--- src/rv_exec_pkg.sv ---
`default_nettype none

package rv_exec_pkg;

    typedef logic [31:0] word_t;
    typedef logic [4:0]  reg_addr_t;

    // Operator codes for the ALU, one per supported operation
    typedef enum logic [4:0] {
        ALU_ADD   = 5'd0,
        ALU_SUB   = 5'd1,
        ALU_XOR   = 5'd2,
        ALU_OR    = 5'd3,
        ALU_SLL   = 5'd4,
        ALU_SRL   = 5'd5,
        ALU_SRA   = 5'd6,
        ALU_SLT   = 5'd7,
        ALU_SLTU  = 5'd8,
        ALU_MUL   = 5'd9,
        ALU_MULH  = 5'd10,
        ALU_MULU  = 5'd11,
        ALU_MULHU = 5'd12
    } alu_op_e;

    typedef enum logic [1:0] {
        BR_NONE = 2'd0,
        BR_EQ   = 2'd1,
        BR_NE   = 2'd2
    } branch_e;

    typedef struct packed {
        alu_op_e   op;
        reg_addr_t rs1;
        reg_addr_t rs2;
        reg_addr_t rd;
        word_t     imm;
        logic      use_imm;   // Operand 2 comes from imm instead of rs2
        logic      write_en;
        branch_e   branch;
        logic      illegal;
    } decoded_t;

    typedef struct packed {
        reg_addr_t rd;
        word_t     value;
        logic      zero;
        logic      write_en;
        branch_e   branch;
        logic      illegal;
    } executed_t;

    typedef struct packed {
        reg_addr_t rd;
        word_t     value;
        logic      write_en;
        logic      taken;
        logic      illegal;
    } result_t;

endpackage

`default_nettype wire

--- src/rv_decoder.sv ---
`timescale 1ns/1ps
`default_nettype none

module rv_decoder #(
    parameter int QUEUE_DEPTH = 1
) (
    input  logic                  clk,
    input  logic                  rst_n,
    input  logic                  in_valid,
    input  rv_exec_pkg::word_t    in_instr,
    input  logic                  dec_ready,
    output logic                  in_ready,
    output logic                  dec_valid,
    output rv_exec_pkg::decoded_t dec_op
);
    import rv_exec_pkg::*;

    localparam int PTR_W = (QUEUE_DEPTH > 1) ? $clog2(QUEUE_DEPTH) : 1;
    localparam logic [PTR_W-1:0] LAST_PTR = PTR_W'(QUEUE_DEPTH - 1);
    localparam logic [PTR_W:0] FULL_COUNT = (PTR_W + 1)'(QUEUE_DEPTH);

    localparam logic [6:0] OPC_OP     = 7'b0110011;
    localparam logic [6:0] OPC_OP_IMM = 7'b0010011;
    localparam logic [6:0] OPC_BRANCH = 7'b1100011;
    localparam logic [6:0] F7_BASE    = 7'b0000000;
    localparam logic [6:0] F7_ALT     = 7'b0100000;
    localparam logic [6:0] F7_MULDIV  = 7'b0000001;

    logic [6:0]       opcode;
    logic [2:0]       funct3;
    logic [6:0]       funct7;
    decoded_t         dec_next;
    decoded_t         queue [QUEUE_DEPTH];
    logic [PTR_W-1:0] wr_ptr;
    logic [PTR_W-1:0] rd_ptr;
    logic [PTR_W:0]   count;
    logic             push;
    logic             pop;

    assign opcode = in_instr[6:0];
    assign funct3 = in_instr[14:12];
    assign funct7 = in_instr[31:25];

    always_comb begin
        dec_next.op       = ALU_ADD;
        dec_next.rs1      = in_instr[19:15];
        dec_next.rs2      = in_instr[24:20];
        dec_next.rd       = in_instr[11:7];
        dec_next.imm      = {{20{in_instr[31]}}, in_instr[31:20]};
        dec_next.use_imm  = 1'b0;
        dec_next.write_en = 1'b0;
        dec_next.branch   = BR_NONE;
        dec_next.illegal  = 1'b0;
        case (opcode)
            OPC_OP: begin
                dec_next.write_en = 1'b1;
                case ({funct7, funct3})
                    {F7_BASE, 3'b000}:   dec_next.op = ALU_ADD;
                    {F7_ALT, 3'b000}:    dec_next.op = ALU_SUB;
                    {F7_BASE, 3'b001}:   dec_next.op = ALU_SLL;
                    {F7_BASE, 3'b010}:   dec_next.op = ALU_SLT;
                    {F7_BASE, 3'b011}:   dec_next.op = ALU_SLTU;
                    {F7_BASE, 3'b100}:   dec_next.op = ALU_XOR;
                    {F7_BASE, 3'b101}:   dec_next.op = ALU_SRL;
                    {F7_ALT, 3'b101}:    dec_next.op = ALU_SRA;
                    {F7_BASE, 3'b110}:   dec_next.op = ALU_OR;
                    {F7_MULDIV, 3'b000}: dec_next.op = ALU_MUL;
                    {F7_MULDIV, 3'b001}: dec_next.op = ALU_MULH;
                    {F7_MULDIV, 3'b010}: dec_next.op = ALU_MULU;  // Takes the MULHSU slot
                    {F7_MULDIV, 3'b011}: dec_next.op = ALU_MULHU;
                    default:             dec_next.illegal = 1'b1;
                endcase
            end
            OPC_OP_IMM: begin
                dec_next.write_en = 1'b1;
                dec_next.use_imm  = 1'b1;
                case (funct3)
                    3'b000: dec_next.op = ALU_ADD;
                    3'b010: dec_next.op = ALU_SLT;
                    3'b011: dec_next.op = ALU_SLTU;
                    3'b100: dec_next.op = ALU_XOR;
                    3'b110: dec_next.op = ALU_OR;
                    3'b001: begin
                        dec_next.op      = ALU_SLL;
                        dec_next.imm     = {27'b0, in_instr[24:20]};
                        dec_next.illegal = (funct7 != F7_BASE);
                    end
                    3'b101: begin
                        dec_next.op      = (funct7 == F7_ALT) ? ALU_SRA : ALU_SRL;
                        dec_next.imm     = {27'b0, in_instr[24:20]};
                        dec_next.illegal = (funct7 != F7_BASE) && (funct7 != F7_ALT);
                    end
                    default: dec_next.illegal = 1'b1;  // ANDI is not supported
                endcase
            end
            OPC_BRANCH: begin
                dec_next.op  = ALU_SUB;  // Zero flag tells equality
                dec_next.imm = {{19{in_instr[31]}}, in_instr[31], in_instr[7],
                                in_instr[30:25], in_instr[11:8], 1'b0};
                case (funct3)
                    3'b000:  dec_next.branch = BR_EQ;
                    3'b001:  dec_next.branch = BR_NE;
                    default: dec_next.illegal = 1'b1;
                endcase
            end
            default: dec_next.illegal = 1'b1;
        endcase
        if (dec_next.illegal) begin
            dec_next.write_en = 1'b0;
        end
    end

    assign dec_valid = (count != '0);
    assign dec_op    = queue[rd_ptr];
    assign pop       = dec_valid && dec_ready;
    assign in_ready  = (count != FULL_COUNT) || pop;  // Combinational through the chain
    assign push      = in_valid && in_ready;

    always_ff @(posedge clk) begin
        if (push) begin
            queue[wr_ptr] <= dec_next;
        end
    end

    always_ff @(posedge clk or negedge rst_n) begin
        if (!rst_n) begin
            wr_ptr <= '0;
            rd_ptr <= '0;
            count  <= '0;
        end else begin
            if (push) begin
                wr_ptr <= (wr_ptr == LAST_PTR) ? '0 : wr_ptr + 1'b1;
            end
            if (pop) begin
                rd_ptr <= (rd_ptr == LAST_PTR) ? '0 : rd_ptr + 1'b1;
            end
            case ({push, pop})
                2'b10:   count <= count + 1'b1;
                2'b01:   count <= count - 1'b1;
                default: count <= count;
            endcase
        end
    end

endmodule

`default_nettype wire

--- config.mk ---
export PLATFORM = sky130hd
export DESIGN_NAME = rv_decoder
export DESIGN_NICKNAME = d
export VERILOG_FILES = /design/src/rv_exec_pkg.sv /design/src/rv_decoder.sv
export SDC_FILE = /design/constraint.sdc
export NUM_CORES = 1
export LEC_CHECK = 0
export BUFFER_PORTS_ARGS = -buffer_cell sky130_fd_sc_hd__buf_2
export CAP_MARGIN = 20
export CORE_ASPECT_RATIO = 0.8
export CORE_MARGIN = 2
export CORE_UTILIZATION = 40
export CTS_CLUSTER_DIAMETER = 30
export DETAILED_ROUTE_END_ITERATION = 8
export PLACE_DENSITY = 0.86
export SYNTH_ARGS = -nofsm -noshare
export SYNTH_HDL_FRONTEND = slang
export SYNTH_SLANG_ARGS = --single-unit
--- constraint.sdc ---
create_clock -name clk -period 1.95 [get_ports clk]
set_clock_uncertainty 0.1 [all_clocks]
set_input_delay 0 -clock clk [delete_from_list [all_inputs] [get_ports clk]]
set_output_delay 0 -clock clk [all_outputs]
set_load 0.02 [all_outputs]
==> results of run 1 <==
-- timing repair --
| action | 4_1_cts | 5_1_grt |
|---|---|---|
| hold endpoints to repair | 27 | 0 |
| hold buffers | 21 | 0 |
| endpoints found under the setup margin | 0 | 1 |
| gates resized for setup | 0 | 1 |
| setup buffers | 0 | 0 |
-- state kept, by name (all words and copies together) (netlist names) --
name and flops:
count 2, queue 37
-- worst min path at each step --
stage                             from  slack, ns  cells after the start      endpoint
final                     in_instr[31]       0.03                      2  queue[0][36]
after detailed placement         rst_n      -0.31                      1      count[0]
after floorplan                  rst_n      -0.40                      0      count[0]
after global placement           rst_n      -0.31                      1      count[0]
after CTS                 in_instr[31]       0.02                      2  queue[0][36]
after global routing      in_instr[31]       0.04                      2  queue[0][36]
-- worst reg2reg max path, delay by kind of cell (launching register included) --
kind | cells | cell delay, ns
fa+ha+maj | 2 | 0.54
buf+inv | 1 | 0.06
simple gates | 4 | 0.45
compound gates | 1 | 0.09
flops | 1 | 0.39
-- cells in the mapped netlist (2+ instances only) --
cell type	instances
edfxtp_1	37
buf_4	20
nor2b_1	10
nor2_1	8
inv_1	7
clkbuf_1	6
nand2_1	5
mux2_1	4
a21oi_1	3
a31oi_1	3
ha_1	3
nand2b_1	3
nand3_1	3
or3_1	3
xnor2_1	3
a2111oi_0	2
dfrtp_1	2
nor3_1	2
nor4b_1	2
o21a_1	2
-- metrics by stage --
| stage | hold slack (ns) | area [um2] |
|---|---|---|
| 6_report | 0.0282 | 2690 |
| 5_1_grt | 0.0434 | 2690 |
| 4_1_cts | 0.0215 | 2690 |
| 3_5_place_dp | -0.313 | 2400 |
| 3_3_place_gp | -0.312 | 2400 |
| 2_1_floorplan | -0.396 | 1980 |
-- cell families (layout without fill, tap and decap cells) --
group / after synthesis / count (layout) / share of synthesized area, %
and+or+nand+nor: 50 / 50 / 16.4
DFF: 39 / 39 / 59.0
buffers and inverters: 34 / 133 / 10.3
AOI/OAI and AO/OA: 22 / 22 / 8.20
xor gates and xnor gates: 4 / 4 / 1.78
muxes: 4 / 4 / 2.29
adders and majority gates: 3 / 3 / 1.91
other: 1 / 1 / 0.190
-- area by class of cell --
cell class | count | area (um2) | share of cell area, %
timing repair buffer | 118 | 731 | 27.1
clock inverter | 2 | 7.51 | 0.279
sequential | 39 | 1160 | 43.1
tap | 60 | 75.1 | 2.79
multi-input combinational | 84 | 617 | 22.9
clock buffer | 6 | 72.6 | 2.69
inverter | 7 | 30.0 | 1.11
-- routing by layer --
metal  global-route usage [%]  vias to the layer above  share of wire (%)
li1                         -                      755                  -
met1                     18.9                      690                 42
met2                     23.5                       74                 46
met3                     4.20                        9                9.5
met4                     6.67                        0                2.2
met5                        0                        -                  0
-- cells in the final DEF, fill, tap and decap left out, types with 2 or more instances in the layout --
master,Yosys,final
buf_2,0,93
edfxtp_1,37,37
dlygate4sd3_1,0,21
nor2b_1,10,10
nor2_1,8,8
inv_1,7,6
clkbuf_8,0,5
nand2_1,5,4
mux2_1,4,4
nand3_1,3,3
a21oi_1,3,3
or3_1,3,3
a31oi_1,3,3
xnor2_1,3,3
ha_1,3,3
nand2b_1,3,2
nor4b_1,2,2
nor3_1,2,2
o21a_1,2,2
clkinv_1,0,2
dfrtp_1,2,2
buf_12,0,2
buf_4,20,2
-- power breakdown --
| group | internal [W] | switching (W) | total, W | leakage [nW] |
|---|---|---|---|---|
| Sequential | 0.00112 | 0.0000520 | 0.00117 | 0.380 |
| Clock | 0.000243 | 0.000245 | 0.000488 | 0.0403 |
| Combinational | 0.000352 | 0.000579 | 0.000931 | 0.714 |
==> results_dict.tcl, run 1 <==
set metrics [dict create \
    drtIter0Drc 40 \
    ys_async_sr_fraction_pct 5.13 \
    start_util_pct 42.3 \
    end_kind "register" \
    core.rowCount 22 \
    area_growth_pct 36.8 \
    via_per_inst 4.84 \
    track_usage_pct 14.9 \
    powerDensity_nw_per_um2 960 \
    syn_avg_cell_area_um2 12.5 \
    max-cap-violations 0 \
    drc 0 \
    grt_pass1_wl_um 6000 \
    wl_um 3910 \
    clock-sinks 39 \
    grt_pass1_vias 1318 \
    worst_slack_ns 0.0268 \
    drv_slew 0 \
    yosysTopAreaCellShare_pct 56.4 \
    timing.rr.start "count[0]" \
    cp-endpoint "queue[0][0]" \
    r2r_cells 8 \
    cpLargestDelayFamily "simple AND/OR/NAND/NOR gates" \
    ios 95 \
    totalPowerFinal_w 0.00259 \
    synth_area_leaders "edfxtp_1, buf_4, nor2b_1" \
    hold_viol_final 0 \
    cp_cell_sequence "dlygate4sd3_1 -> buf_2 -> or4_1 -> a2111oi_1 -> or3_1 -> o211ai_1" \
    dp_hpwl_um 2860 \
    post-place-cells 287 \
    grt_max_degree 21 \
    startpoint "in_instr[26]" \
    ant_nets 0 \
    path_depth 6 \
    status "complete, no violations" \
    synth-seq-area-share_pct 59.0 \
    ys_types 49 \
    clock_path_buffers 2 \
    path_max_fanout 3 \
    root_buffer "clkbuf_8" \
    clk_latency_ns 0.28 \
    synth_nets 196 \
    synth_edf_count 37 \
    fp.dieH_um 66.8 \
    cpMaxStageDelayCell "dlygate4sd3_1" \
    fill_cells 396 \
    rrSetupSlack_ns 0.21 \
    place_ws_ns 0.188 \
    ir_worst_vdd_mv 0.483 \
    cts_buffers 5 \
    fin_nets 294 \
    drive_above_1_share_pct 43.4 \
    path_buf_inv 2 \
    die-area_um2 5500 \
    critPathMaxStageDelay_ns 0.54 \
    fin_cells 316 \
    crit_type "input pin to register" \
    period_share_pct 98.6 \
    clkSlewWorstSetupHoldPaths_ns 0.07 \
    totalNegativeSetupSlack_ns 0 \
    grt_setup_unrepaired "false" \
    p_leak_nw 1.13 \
    syn_inst 157 \
    htree_levels 2 \
    ys_ff_latch 39 \
    timing.slew.headroom_pct 63.4 \
    diodes 0 \
    regToRegEndpoint "count[1]" \
    ys_warn_count 0 \
    setup-violations-final 0 \
    fmax_mhz 520 \
    arrival_ns 1.85 \
    gp_congestion 0.885 \
    portBuffers 93 \
    critPathLaunchType "input pin" \
    synthesis.area_um2 1970 \
    hold_path.class "input pin to register" \
    synth_top_cell_by_area "edfxtp_1" \
    die_x_um 82.5 \
    fin_util_pct 57.9 \
    routedWlPerCell_um 12.4 \
    cp.required_ns 1.88 \
    coreArea_um2 4650 \
    tightest_slew_ns 0.546 \
    finalCriticalPeriod_ns 1.92 \
    firstDrtPassIters 4 \
    antenna_found_initial 0 \
    grt-ovfl-total 0 \
    num_vias 1528 \
    ys.flop_type "edfxtp_1" \
    cts_tree "built" \
]
(Power assumes the default switching activity.)
==> run 2, diff against run 1 <==
--- a/config.mk
+++ b/config.mk
@@ -13,6 +13,7 @@
 export CTS_CLUSTER_DIAMETER = 30
 export DETAILED_ROUTE_END_ITERATION = 8
 export PLACE_DENSITY = 0.86
+export RECOVER_POWER = 25
 export SYNTH_ARGS = -nofsm -noshare
 export SYNTH_HDL_FRONTEND = slang
 export SYNTH_SLANG_ARGS = --single-unit
==> results_dict.tcl, run 2 (same netlist as run 1, synthesis figures left out) <==
set metrics [dict create \
    routedWlPerCell_um 12.3 \
    fp.dieH_um 66.8 \
    p_leak_nw 1.08 \
    hold_viol_final 0 \
    diodes 0 \
    critPathLaunchType "input pin" \
    clk_latency_ns 0.28 \
    die-area_um2 5500 \
    tightest_slew_ns 0.534 \
    totalNegativeSetupSlack_ns 0 \
    clock_path_buffers 2 \
    drive_above_1_share_pct 35.5 \
    path_max_fanout 3 \
    fill_cells 411 \
    gp_congestion 0.885 \
    hold_path.class "input pin to register" \
    largest_register_ff_count 37 \
    via_per_inst 4.81 \
    crit_type "input pin to register" \
    fin_util_pct 57.4 \
    grt_max_degree 21 \
    portBuffers 93 \
    fmax_mhz 521 \
    max-cap-violations 0 \
    num_vias 1519 \
    htree_levels 2 \
    finalCriticalPeriod_ns 1.92 \
    cp.required_ns 1.87 \
    switching_share_pct 34.1 \
    setup-violations-final 0 \
    top_regs "queue x37, count x2" \
    fin_nets 294 \
    ios 95 \
    grt.busiest_layer "met2" \
    area_growth_pct 35.5 \
    clkSlewWorstSetupHoldPaths_ns 0.07 \
    use_met2_pct 23.5 \
    start_util_pct 42.3 \
    cell_internal_pwr_w 0.00169 \
    holdWs_ns 0.0288 \
    grt_pass1_vias 1318 \
    postCtsSetupRepairBufs 0 \
    p_clk_share_pct 19.0 \
    powerDensity_nw_per_um2 964 \
    top_register "queue" \
    drtIter0Drc 38 \
    grt-ovfl-total 0 \
    use_met1_pct 18.9 \
    combPwrFrac_pct 35.6 \
    firstDrtPassIters 4 \
    wl_um 3900 \
    coreArea_um2 4650 \
    layout_common_cells "buf_2, edfxtp_1, clkbuf_1, dlygate4sd3_1, nor2b_1" \
    seq_power_share_pct 45.4 \
    cts_tree "built" \
    cts_buffers 5 \
    status "complete, no violations" \
    grt_setup_unrepaired "false" \
    period_share_pct 98.4 \
    ir_worst_vdd_mv 0.481 \
    mostFrequentLayoutCell "buf_2" \
    drv_slew 0 \
    fin_cells 316 \
    die_x_um 82.5 \
    drc 0 \
    dp_hpwl_um 2860 \
    arrival_ns 1.84 \
    grt_pass1_wl_um 6000 \
    switchingPower_w 0.000878 \
    end_kind "register" \
    ant_nets 0 \
    timing.slew.headroom_pct 64.2 \
    track_usage_pct 14.9 \
    core.rowCount 22 \
    met3_usage_pct 4.20 \
    clock-sinks 39 \
    post-place-cells 287 \
    root_buffer "clkbuf_8" \
    antenna_found_initial 0 \
]
-- run 2: changes by cell type in the layout (fill, tap and decap cells not counted), sizes merged --
cell    delta
buf       -22
clkbuf    +22
-- run 2: power by group through the flow --
stage               Combinational (W)  Sequential (W)  Clock [W]
floorplan                    0.000474         0.00137          0
global placement             0.000887         0.00118          0
detailed placement           0.000908         0.00119          0
CTS                          0.000942         0.00117   0.000507
global route                  0.00100         0.00119   0.000558
finish                       0.000915         0.00117   0.000488
-- run 2: worst max-delay path: stages --
cell and delay, ns:
dlygate4sd3_1 0.54, buf_2 0.15, or4_1 0.51, a2111oi_1 0.37, or3_1 0.19, o211ai_1 0.08
-- run 2: stage by stage --
stage | power, W | cell area, um2 | worst slack (ns)
floorplan | 0.00184 | 1980 | 0.0355
global placement | 0.00207 | 2400 | 0.280
detailed placement | 0.00210 | 2400 | 0.188
CTS | 0.00262 | 2690 | 0.0193
global route | 0.00275 | 2670 | 0.0141
finish | 0.00257 | 2670 | 0.0303
-- run 2: routing by layer --
metal  up-vias  wire length (um)
met2        73              1800
met1       684              1660
met3         9               360
li1        753                 -
met5         -                 0
met4         0                85
-- run 2: timing repair --
| action | CTS | global route |
|---|---|---|
| hold buffers | 21 | 0 |
| gates resized for setup | 0 | 1 |
| hold endpoints to repair | 27 | 0 |
| setup endpoints to repair | 0 | 1 |
-- run 2: area by class of cell --
class / instances / area, um2 / area share (%)
clock buffer: 6 / 72.6 / 2.72
sequential: 39 / 1160 / 43.5
timing repair buffer: 118 / 706 / 26.4
tap: 60 / 75.1 / 2.81
inverter: 7 / 30.0 / 1.13
multi-input combinational: 84 / 617 / 23.1
clock inverter: 2 / 7.51 / 0.281
-- run 2: worst paths after layout --
check / to / cells after the start / startpoint / slack [ns]
worst max-delay path: queue[0][0] / 6 / in_instr[26] / 0.03
worst min register to register: count[1] / 2 / count[1] / 0.42
worst min-delay path: queue[0][36] / 2 / in_instr[31] / 0.03
max in group asynchronous: count[1] / 3 / rst_n / 1.14
worst max register to register: count[1] / 8 / count[0] / 0.21
min in group asynchronous: count[0] / 3 / rst_n / 0.49
