`src/rv_exec_pkg.sv`:
```
`default_nettype none

package rv_exec_pkg;

    typedef logic [31:0] word_t;
    typedef logic [4:0]  reg_addr_t;

    // Operator codes for the ALU, one per supported operation
    typedef enum logic [4:0] {
        ALU_ADD   = 5'd0,
        ALU_SUB   = 5'd1,
        ALU_XOR   = 5'd2,
        ALU_OR    = 5'd3,
        ALU_SLL   = 5'd4,
        ALU_SRL   = 5'd5,
        ALU_SRA   = 5'd6,
        ALU_SLT   = 5'd7,
        ALU_SLTU  = 5'd8,
        ALU_MUL   = 5'd9,
        ALU_MULH  = 5'd10,
        ALU_MULU  = 5'd11,
        ALU_MULHU = 5'd12
    } alu_op_e;

    typedef enum logic [1:0] {
        BR_NONE = 2'd0,
        BR_EQ   = 2'd1,
        BR_NE   = 2'd2
    } branch_e;

    typedef struct packed {
        alu_op_e   op;
        reg_addr_t rs1;
        reg_addr_t rs2;
        reg_addr_t rd;
        word_t     imm;
        logic      use_imm;   // Operand 2 comes from imm instead of rs2
        logic      write_en;
        branch_e   branch;
        logic      illegal;
    } decoded_t;

    typedef struct packed {
        reg_addr_t rd;
        word_t     value;
        logic      zero;
        logic      write_en;
        branch_e   branch;
        logic      illegal;
    } executed_t;

    typedef struct packed {
        reg_addr_t rd;
        word_t     value;
        logic      write_en;
        logic      taken;
        logic      illegal;
    } result_t;

endpackage

`default_nettype wire

```
`src/rv_result.sv`:
```
`timescale 1ns/1ps
`default_nettype none

module rv_result (
    input  logic                   clk,
    input  logic                   rst_n,
    input  logic                   ex_valid,
    input  rv_exec_pkg::executed_t ex_out,
    input  logic                   out_ready,
    output logic                   ex_ready,
    output logic                   out_valid,
    output rv_exec_pkg::result_t   out_result,
    output logic                   wr_en,
    output rv_exec_pkg::reg_addr_t wr_addr,
    output rv_exec_pkg::word_t     wr_data
);
    import rv_exec_pkg::*;

    logic capture;
    logic taken;

    assign ex_ready = !out_valid || out_ready;
    assign capture  = ex_valid && ex_ready;

    always_comb begin
        case (ex_out.branch)
            BR_EQ:   taken = ex_out.zero;
            BR_NE:   taken = !ex_out.zero;
            default: taken = 1'b0;
        endcase
    end

    // The register file takes the write on the same edge that captures here
    assign wr_en   = capture && ex_out.write_en;
    assign wr_addr = ex_out.rd;
    assign wr_data = ex_out.value;

    always_ff @(posedge clk or negedge rst_n) begin
        if (!rst_n) begin
            out_valid <= 1'b0;
        end else if (ex_ready) begin
            out_valid <= ex_valid;
        end
    end

    always_ff @(posedge clk) begin
        if (capture) begin
            out_result.rd       <= ex_out.rd;
            out_result.value    <= ex_out.value;  // Kept for branches and illegal words
            out_result.write_en <= ex_out.write_en;
            out_result.taken    <= taken;
            out_result.illegal  <= ex_out.illegal;
        end
    end

endmodule

`default_nettype wire

```
`config.mk`:
```
export PLATFORM = sky130hd
export DESIGN_NAME = rv_result
export DESIGN_NICKNAME = d
export VERILOG_FILES = /design/src/rv_exec_pkg.sv /design/src/rv_result.sv
export SDC_FILE = /design/constraint.sdc
export NUM_CORES = 1
export LEC_CHECK = 0
export ABC_CLOCK_PERIOD_IN_PS = 2009
export BUFFER_PORTS_ARGS = -buffer_cell sky130_fd_sc_hd__buf_2
export CAP_MARGIN = 30
export CORE_MARGIN = 3
export CORE_UTILIZATION = 27
export CTS_CLUSTER_DIAMETER = 80
export DETAILED_ROUTE_END_ITERATION = 6
export PLACE_DENSITY = 0.58
export SETUP_SLACK_MARGIN = 0.05
export SLEW_MARGIN = 20
export SYNTH_ARGS = -nofsm -noshare
export SYNTH_HDL_FRONTEND = slang
export SYNTH_SLANG_ARGS = --single-unit
```
`constraint.sdc`:
```
create_clock -name clk -period 2.01 [get_ports clk]
set_input_delay 0.402 -clock clk [delete_from_list [all_inputs] [get_ports clk]]
set_output_delay 0.402 -clock clk [all_outputs]
set_load 0.03 [all_outputs]
```
==> results of run 1 <==
## cell families after synthesis
family | count (synthesis) | synth area share (%)
compound gates | 1 | 0.321
buf+inv | 37 | 17.9
flops | 41 | 78.8
simple gates | 6 | 2.98
## cell usage after synthesis (all sizes together)
master   n  area (sq um)
edfxtp  40          1200
buf     37           278
nand2b   3          26.3
and2     1          6.26
and3     1          6.26
dfrtp    1          25.0
nand3b   1          7.51
o21ai    1          5.00
## flip-flops by register name, indices dropped and copies added, names as in the netlist
| signal | cells |
|---|---|
| out_result | 40 |
| out_valid | 1 |
## routing by layer
| layer | vias to the layer above | GRT usage, % |
|---|---|---|
| li1 | 458 | - |
| met1 | 446 | 9.83 |
| met2 | 77 | 13.6 |
| met3 | 2 | 4.82 |
| met4 | 0 | 4.49 |
| met5 | - | 0 |
## through the flow
| stage | worst slack (ns) | power [mW] | hold WS [ns] |
|---|---|---|---|
| after floorplan | 0.337 | 1.29 | 0.106 |
| after global placement | 0.644 | 1.37 | 0.176 |
| after detailed placement | 0.629 | 1.38 | 0.180 |
| after CTS | 0.470 | 1.87 | 0.278 |
| after global routing | 0.407 | 1.94 | 0.272 |
| final | 0.490 | 1.83 | 0.289 |
## cells in the final DEF, fill, tap and decap left out
cell / n
and2_2: 1
dfrtp_1: 1
clkbuf_1: 1
clkbuf_8: 5
clkinv_1: 1
dlygate4sd3_1: 1
buf_12: 1
and3_1: 1
nand2b_1: 2
edfxtp_1: 40
nand2b_4: 1
o21ai_0: 1
buf_2: 125
nand3b_1: 1
## final timing paths
path / from / to / slack (ns) / depth (start not counted)
max reg2reg: out_valid$_DFFE_PN0P_ / out_result[31]$_DFFE_PP_ / 0.80 / 3
min in group asynchronous: rst_n / out_valid$_DFFE_PN0P_ / 0.43 / 2
min: ex_out[0] / out_result[0]$_DFFE_PP_ / 0.29 / 1
max in group asynchronous: rst_n / out_valid$_DFFE_PN0P_ / 1.49 / 2
max: out_valid$_DFFE_PN0P_ / wr_en / 0.49 / 3
min reg2reg: out_valid$_DFFE_PN0P_ / out_valid$_DFFE_PN0P_ / 0.57 / 2
## power by group through the flow
stage	clock (mW)	sequential, mW	combinational (mW)
after floorplan	0	1.12	0.165
after global placement	0	1.02	0.349
after detailed placement	0	1.02	0.350
after CTS	0.511	1.01	0.353
after global routing	0.567	1.01	0.369
final	0.481	1.01	0.347
## cell type report
class	instances	share of cell area [%]
multi-input combinational	7	2.50
timing repair buffer	127	31.2
tap	72	4.29
clock buffer	6	3.45
sequential	41	58.4
clock inverter	1	0.179
==> impl_metrics.tcl, run 1 <==
set metrics [dict create \
    status "completed" \
    insertion_delay_ns 0.28 \
    clkPwrFrac_pct 26.2 \
    cts_resized 0 \
    avgSynthCellArea_sq_um 18.3 \
    tns_ns 0 \
    post_cts_buffers 0 \
    final_core_util_pct 37.9 \
    placed_cells 246 \
    core_area_sq_um 5540 \
    critPathMaxFanout 4 \
    synthesis.area_sq_um 1560 \
    die-height_um 81.9 \
    path_buf_inv 1 \
    finClkSkew_ns 0.00772 \
    post_drt_wl_per_cell_um 11.8 \
    num_vias 983 \
    critical_path_class "register to output pin" \
    crit_chain "nand2b_4 -> and3_1 -> buf_2" \
    max_stage_delay_ns 0.41 \
    grt_use_total_pct 8.82 \
    instances_no_fill 254 \
    crit_path_end_kind "output pin" \
    cts.clk_slew.worst_paths_ns 0.07 \
    io_pins 126 \
    synth_seq_cells 41 \
    row_count 27 \
    maxCapViolations 0 \
    critPathArrivalTime_ns 1.12 \
    dr.pass1.iters 4 \
    combPwrFrac_pct 18.9 \
    slew-limit-headroom_pct 85.7 \
    cts_tree "built" \
    period_share_pct 75.6 \
    worst_pin_slew_ns 0.214 \
    fmaxAchievable_ghz 0.658 \
    grt_start_max_net_pins 41 \
    cts_buffers 5 \
    clock-sinks 41 \
    power_density_nw_per_um2 873 \
    p_int_mw 1.33 \
    antenna_found_initial 0 \
    clk_path_buf_depth 2 \
    p_sw_uw 506 \
    regArea_sq_um 1230 \
    slowest_stage "dfrtp_1" \
    crit_family "flip-flops" \
    nFillCells 548 \
    vias_per_cell 3.87 \
    p_seq_share_pct 54.8 \
    rsz0062_at_grt "no" \
    first_global_vias 885 \
    syn_inst 85 \
    met1_length_um 1100 \
    route.detailed.drc 0 \
    antenna_cells 0 \
    met3_length_um 414 \
    final_nets 228 \
    first_iter_violations 5 \
    place.gp.congestion 0.706 \
    setup-violations-final 0 \
    hold_class "input port to register" \
    ant_nets 0 \
    overflow 0 \
    htree_levels 2 \
    die-area_sq_um 6710 \
    multi_input_area_sq_um 52.6 \
    start_util_pct 28.1 \
    p_leak_nw 0.961 \
    worst_ep_required_time_ns 1.61 \
    ir_worst_vdd_mv 0.350 \
    fin_area_sq_um 2100 \
    drive_gt1_share_pct 73.1 \
    postPlaceCellArea_sq_um 2010 \
    hold_viol 0 \
    cts-hold-fix-buffers 1 \
    synth_fp_nets 131 \
    cts_root_buffer "clkbuf_8" \
    wl_met2_um 1460 \
    io_buffers 125 \
    yosys_warnings 0 \
    fin_crit_ns 1.52 \
    highest_layer "met4" \
    swShare_pct 27.6 \
    ys_types 9 \
    die_x_um 81.9 \
    slew_violations 0 \
    wl_um 3010 \
    grt_pass1_wl_um 4170 \
    startpoint_type "register" \
    syn_to_final_growth_pct 35.1 \
    ys_seq_area_share_pct 78.8 \
]
Power figures use the tool's default switching activity.
==> run 2: changes to the inputs <==
--- a/config.mk
+++ b/config.mk
@@ -5,7 +5,7 @@
 export SDC_FILE = /design/constraint.sdc
 export NUM_CORES = 1
 export LEC_CHECK = 0
-export ABC_CLOCK_PERIOD_IN_PS = 2009
+export ABC_CLOCK_PERIOD_IN_PS = 1440
 export BUFFER_PORTS_ARGS = -buffer_cell sky130_fd_sc_hd__buf_2
 export CAP_MARGIN = 30
 export CORE_MARGIN = 3
==> constraint.sdc (replaced) <==
create_clock -name clk -period 1.44 [get_ports clk]
set_input_delay 0.288 -clock clk [delete_from_list [all_inputs] [get_ports clk]]
set_output_delay 0.288 -clock clk [all_outputs]
set_load 0.03 [all_outputs]
==> impl_metrics.tcl, run 2 (synthesis results as in run 1) <==
set metrics [dict create \
    drive_gt1_share_pct 74.5 \
    grt_start_max_net_pins 41 \
    status "completed" \
    cts_root_buffer "clkbuf_8" \
    regArea_sq_um 1230 \
    ant_nets 0 \
    post_drt_wl_per_cell_um 11.9 \
    final_nets 229 \
    period_share_pct 94.7 \
    hold_viol 0 \
    route.detailed.drc 0 \
    overflow 0 \
    wl_um 3050 \
    row_count 27 \
    grt_pass1_wl_um 4270 \
    crit_family "flip-flops" \
    die-height_um 81.9 \
    die-area_sq_um 6710 \
    ir_worst_vdd_mv 0.444 \
    io_buffers 125 \
    grt-busiest-layer "met2" \
    finClkSkew_ns 0.00753 \
    placed_cells 246 \
    tns_ns 0 \
    dr.pass1.iters 4 \
    first_iter_violations 19 \
    core_area_sq_um 5540 \
    instances_no_fill 256 \
    htree_levels 2 \
    finalPower_mw 2.78 \
    met2_usage_pct 14.8 \
    path_buf_inv 1 \
    layout_common_cells "buf_2 (124), edfxtp_1 (40), clkbuf_8 (5)" \
    use_met1_pct 9.64 \
    slew_violations 0 \
    clk_path_buf_depth 2 \
    power_density_nw_per_um2 1290 \
    clock-sinks 41 \
    cts.clk_slew.worst_paths_ns 0.08 \
    hold_class "input port to register" \
    crit_chain "nand2b_4 -> and3_4 -> buf_6" \
    worst_pin_slew_ns 0.221 \
    max_stage_delay_ns 0.42 \
    critPathMaxFanout 3 \
    die_x_um 81.9 \
    startpoint_type "register" \
    critical_path_class "register to output pin" \
    place.gp.congestion 0.644 \
    grt_util_met3_pct 4.71 \
    slew-limit-headroom_pct 85.2 \
    setup-violations-final 0 \
    rsz0062_at_grt "yes" \
    cts_buffers 5 \
    top_register "out_result" \
    start_util_pct 28.1 \
    cts_tree "built" \
    io_pins 126 \
    largest_register_ffs 40 \
    fmaxAchievable_ghz 0.733 \
    multi_input_area_sq_um 58.8 \
    worst_ep_required_time_ns 1.15 \
    fin_crit_ns 1.36 \
    syn_to_final_growth_pct 38.4 \
    critPathArrivalTime_ns 1.08 \
    vias_per_cell 3.79 \
    grt_use_total_pct 8.95 \
    insertion_delay_ns 0.29 \
    first_global_vias 877 \
    num_vias 970 \
    layout_commonest_cell "buf_2" \
    maxCapViolations 0 \
    crit_path_end_kind "output pin" \
    top_regs "out_result (40), out_valid (1)" \
    slowest_stage "dfrtp_2" \
    p_leak_nw 0.981 \
    nFillCells 545 \
    antenna_cells 0 \
    antenna_found_initial 0 \
]
## run 2: changes by cell type in the layout (fill, tap and decap cells not counted), sizes merged
cell,delta
buf,+1
bufinv,+1
## run 2: worst paths after layout
| check | startpoint | end | slack (ns) | depth (start not counted) |
|---|---|---|---|---|
| setup / recovery | out_valid$_DFFE_PN0P_ | wr_en | 0.08 | 3 |
| hold / removal | ex_out[0] | out_result[0]$_DFFE_PP_ | 0.17 | 1 |
| setup reg to reg | out_valid$_DFFE_PN0P_ | out_result[19]$_DFFE_PP_ | 0.15 | 4 |
| hold reg to reg | out_valid$_DFFE_PN0P_ | out_valid$_DFFE_PN0P_ | 0.66 | 3 |
| max in group asynchronous | rst_n | out_valid$_DFFE_PN0P_ | 1.04 | 2 |
| min in group asynchronous | rst_n | out_valid$_DFFE_PN0P_ | 0.31 | 2 |
## run 2: per-stage QoR
step | hold slack (ns) | setup WS (ns) | cell area [sq um] | utilization [%]
final | 0.172 | 0.0758 | 2150 | 38.8
after floorplan | -0.00759 | 0.0456 | 1560 | -
after detailed placement | 0.0684 | 0.249 | 2020 | 36.4
after global routing | 0.152 | 0.0244 | 2150 | 38.8
after CTS | 0.164 | 0.0587 | 2150 | 38.8
after global placement | 0.0661 | 0.268 | 2020 | 36.4
## run 2: cell type report
| class | instances | area share (%) |
|---|---|---|
| Clock inverter | 2 | 1.57 |
| Clock buffer | 6 | 3.37 |
| Multi-Input combinational cell | 7 | 2.73 |
| Sequential cell | 41 | 57.0 |
| Tap cell | 72 | 4.19 |
| Timing Repair Buffer | 128 | 31.1 |
## run 2: power breakdown
part | leakage, nW | switching, mW | internal [mW] | total (mW)
logic | 0.536 | 0.348 | 0.145 | 0.493
registers | 0.391 | 0.0149 | 1.39 | 1.40
clock network | 0.0528 | 0.373 | 0.512 | 0.884
total | 0.981 | 0.736 | 2.04 | 2.78
## run 2: per-layer routing
metal,up-vias,share of wire [%]
met5,-,0
met4,0,0.95
met3,4,13
met2,76,51
met1,427,35
li1,463,-
## run 2: worst register-to-register path, delay by kind of cell, from the launching register on
| family | cells | cell delay [ns] |
|---|---|---|
| AND/OR/NAND/NOR | 2 | 0.21 |
| flip-flops | 1 | 0.42 |
| buffers and inverters | 2 | 0.31 |
## run 2: what timing repair did
item,in CTS,in global routing
hold buffers,1,0
setup buffers,1,0
endpoints found under the hold margin,1,0
pin swaps,1,0
endpoints found under the setup margin,1,1
resized for setup,3,0
==> run 3: changes to the inputs <==
--- a/config.mk
+++ b/config.mk
@@ -12,7 +12,6 @@
 export CORE_UTILIZATION = 27
 export CTS_CLUSTER_DIAMETER = 80
 export DETAILED_ROUTE_END_ITERATION = 6
-export PLACE_DENSITY = 0.58
 export SETUP_SLACK_MARGIN = 0.05
 export SLEW_MARGIN = 20
 export SYNTH_ARGS = -nofsm -noshare
==> impl_metrics.tcl, run 3 (synthesis results as in run 1) <==
set metrics [dict create \
    power_density_nw_per_um2 1280 \
    cts_buffers 5 \
    io_buffers 125 \
    fin_area_sq_um 2150 \
    layout_commonest_cell "buf_2" \
    startpoint_type "register" \
    swShare_pct 26.0 \
    p_int_mw 2.04 \
    syn_to_final_growth_pct 38.4 \
    clock-sinks 41 \
    die_x_um 81.9 \
    fmaxAchievable_ghz 0.731 \
    top_register "out_result" \
    final_nets 229 \
    r2r-start "out_valid$_DFFE_PN0P_" \
    multi_input_area_sq_um 58.8 \
    overflow 0 \
    critPathArrivalTime_ns 1.08 \
    vias_per_cell 3.86 \
    p_leak_nw 0.981 \
    drive_gt1_share_pct 74.5 \
    cts_tree "built" \
    start_util_pct 28.1 \
    hold_class "input port to register" \
    htree_levels 2 \
    slew_violations 0 \
    slew-limit-headroom_pct 86.2 \
    cts.clk_slew.worst_paths_ns 0.07 \
    tns_ns 0 \
    setup-violations-final 0 \
    ir_worst_vdd_mv 0.566 \
    critical_path_class "register to output pin" \
    p_sw_uw 718 \
    io_pins 126 \
    worst_ep_required_time_ns 1.15 \
    finalPower_mw 2.76 \
    grt_pass1_wl_um 4090 \
    top_regs "out_result (40), out_valid (1)" \
    rsz0062_at_grt "yes" \
    p_seq_share_pct 50.8 \
    crit_path_end_kind "output pin" \
    antenna_cells 0 \
    die-height_um 81.9 \
    dr.pass1.iters 2 \
    critPathMaxFanout 4 \
    largest_register_ffs 40 \
    finClkSkew_ns 0.00376 \
    first_global_vias 805 \
    regArea_sq_um 1230 \
    antenna_found_initial 1 \
    first_iter_violations 35 \
    fin_crit_ns 1.37 \
    core_area_sq_um 5540 \
    ant_nets 0 \
    grt_use_total_pct 8.54 \
    critPathLaunch "out_valid$_DFFE_PN0P_" \
    num_vias 987 \
    clk_path_buf_depth 2 \
    cts_root_buffer "clkbuf_8" \
    status "completed" \
    grt_start_max_net_pins 41 \
    die-area_sq_um 6710 \
    period_share_pct 95.0 \
    nFillCells 546 \
    place.gp.congestion 0.617 \
    clkPwrFrac_pct 31.4 \
    maxCapViolations 0 \
    layout_common_cells "buf_2 (124), edfxtp_1 (40), clkbuf_8 (5)" \
    insertion_delay_ns 0.28 \
    hold_viol 0 \
    wl_um 3060 \
    postPlaceCellArea_sq_um 2020 \
    route.detailed.drc 0 \
    hp-start "ex_out[0]" \
    post_drt_wl_per_cell_um 12.0 \
    row_count 27 \
    worst_pin_slew_ns 0.206 \
    combPwrFrac_pct 17.8 \
]
run 3: worst max-delay path: stages, from the launching register on:
cell and delay [ns]:
dfrtp_2 0.42, nand2b_4 0.08, and3_4 0.17, buf_6 0.12
run 3: power by group through the flow:
stage / clock network, mW / registers [mW] / logic [mW]
floorplan: 0 / 1.56 / 0.231
global placement: 0 / 1.43 / 0.489
detailed placement: 0 / 1.43 / 0.492
CTS: 0.907 / 1.40 / 0.498
global route: 0.964 / 1.41 / 0.524
finish: 0.866 / 1.40 / 0.493
run 3: worst paths after layout:
path | cells after the start | to | slack, ns
setup / recovery | 3 | wr_en | 0.07
hold / removal | 1 | out_result[0]$_DFFE_PP_ | 0.18
setup reg to reg | 4 | out_result[19]$_DFFE_PP_ | 0.17
hold reg to reg | 2 | out_valid$_DFFE_PN0P_ | 0.55
max in group asynchronous | 2 | out_valid$_DFFE_PN0P_ | 1.02
min in group asynchronous | 2 | out_valid$_DFFE_PN0P_ | 0.32
run 3: cell type report:
type / count / area share, %
clock buffer: 6 / 3.37
clock inverter: 2 / 1.57
multi-input combinational: 7 / 2.73
sequential: 41 / 57.0
tap: 72 / 4.19
timing repair buffer: 128 / 31.1
run 3: per-stage QoR:
stage / utilization (%) / instances / hold slack (ns) / worst slack, ns
floorplan: - / 85 / -0.00759 / 0.0456
CTS: 38.7 / 255 / 0.165 / 0.0543
detailed placement: 36.4 / 246 / 0.0670 / 0.256
global placement: 36.4 / 246 / 0.0628 / 0.269
global route: 38.8 / 256 / 0.153 / 0.0218
finish: 38.8 / 256 / 0.179 / 0.0723
run 3: per-layer routing:
layer | vias to the layer above | routed length [um] | track usage [%]
met1 | 440 | 1080 | 9.33
li1 | 461 | - | -
met2 | 77 | 1420 | 12.7
met3 | 7 | 497 | 5.48
met5 | - | 13 | 0
met4 | 2 | 52 | 4.49
run 3: what timing repair did:
action | CTS | global route
hold endpoints to repair | 1 | 0
setup endpoints to repair | 1 | 1
pin swaps | 1 | 0
gates cloned | 0 | 0
hold buffers | 1 | 0
setup buffers | 0 | 1
gates resized for setup | 3 | 0
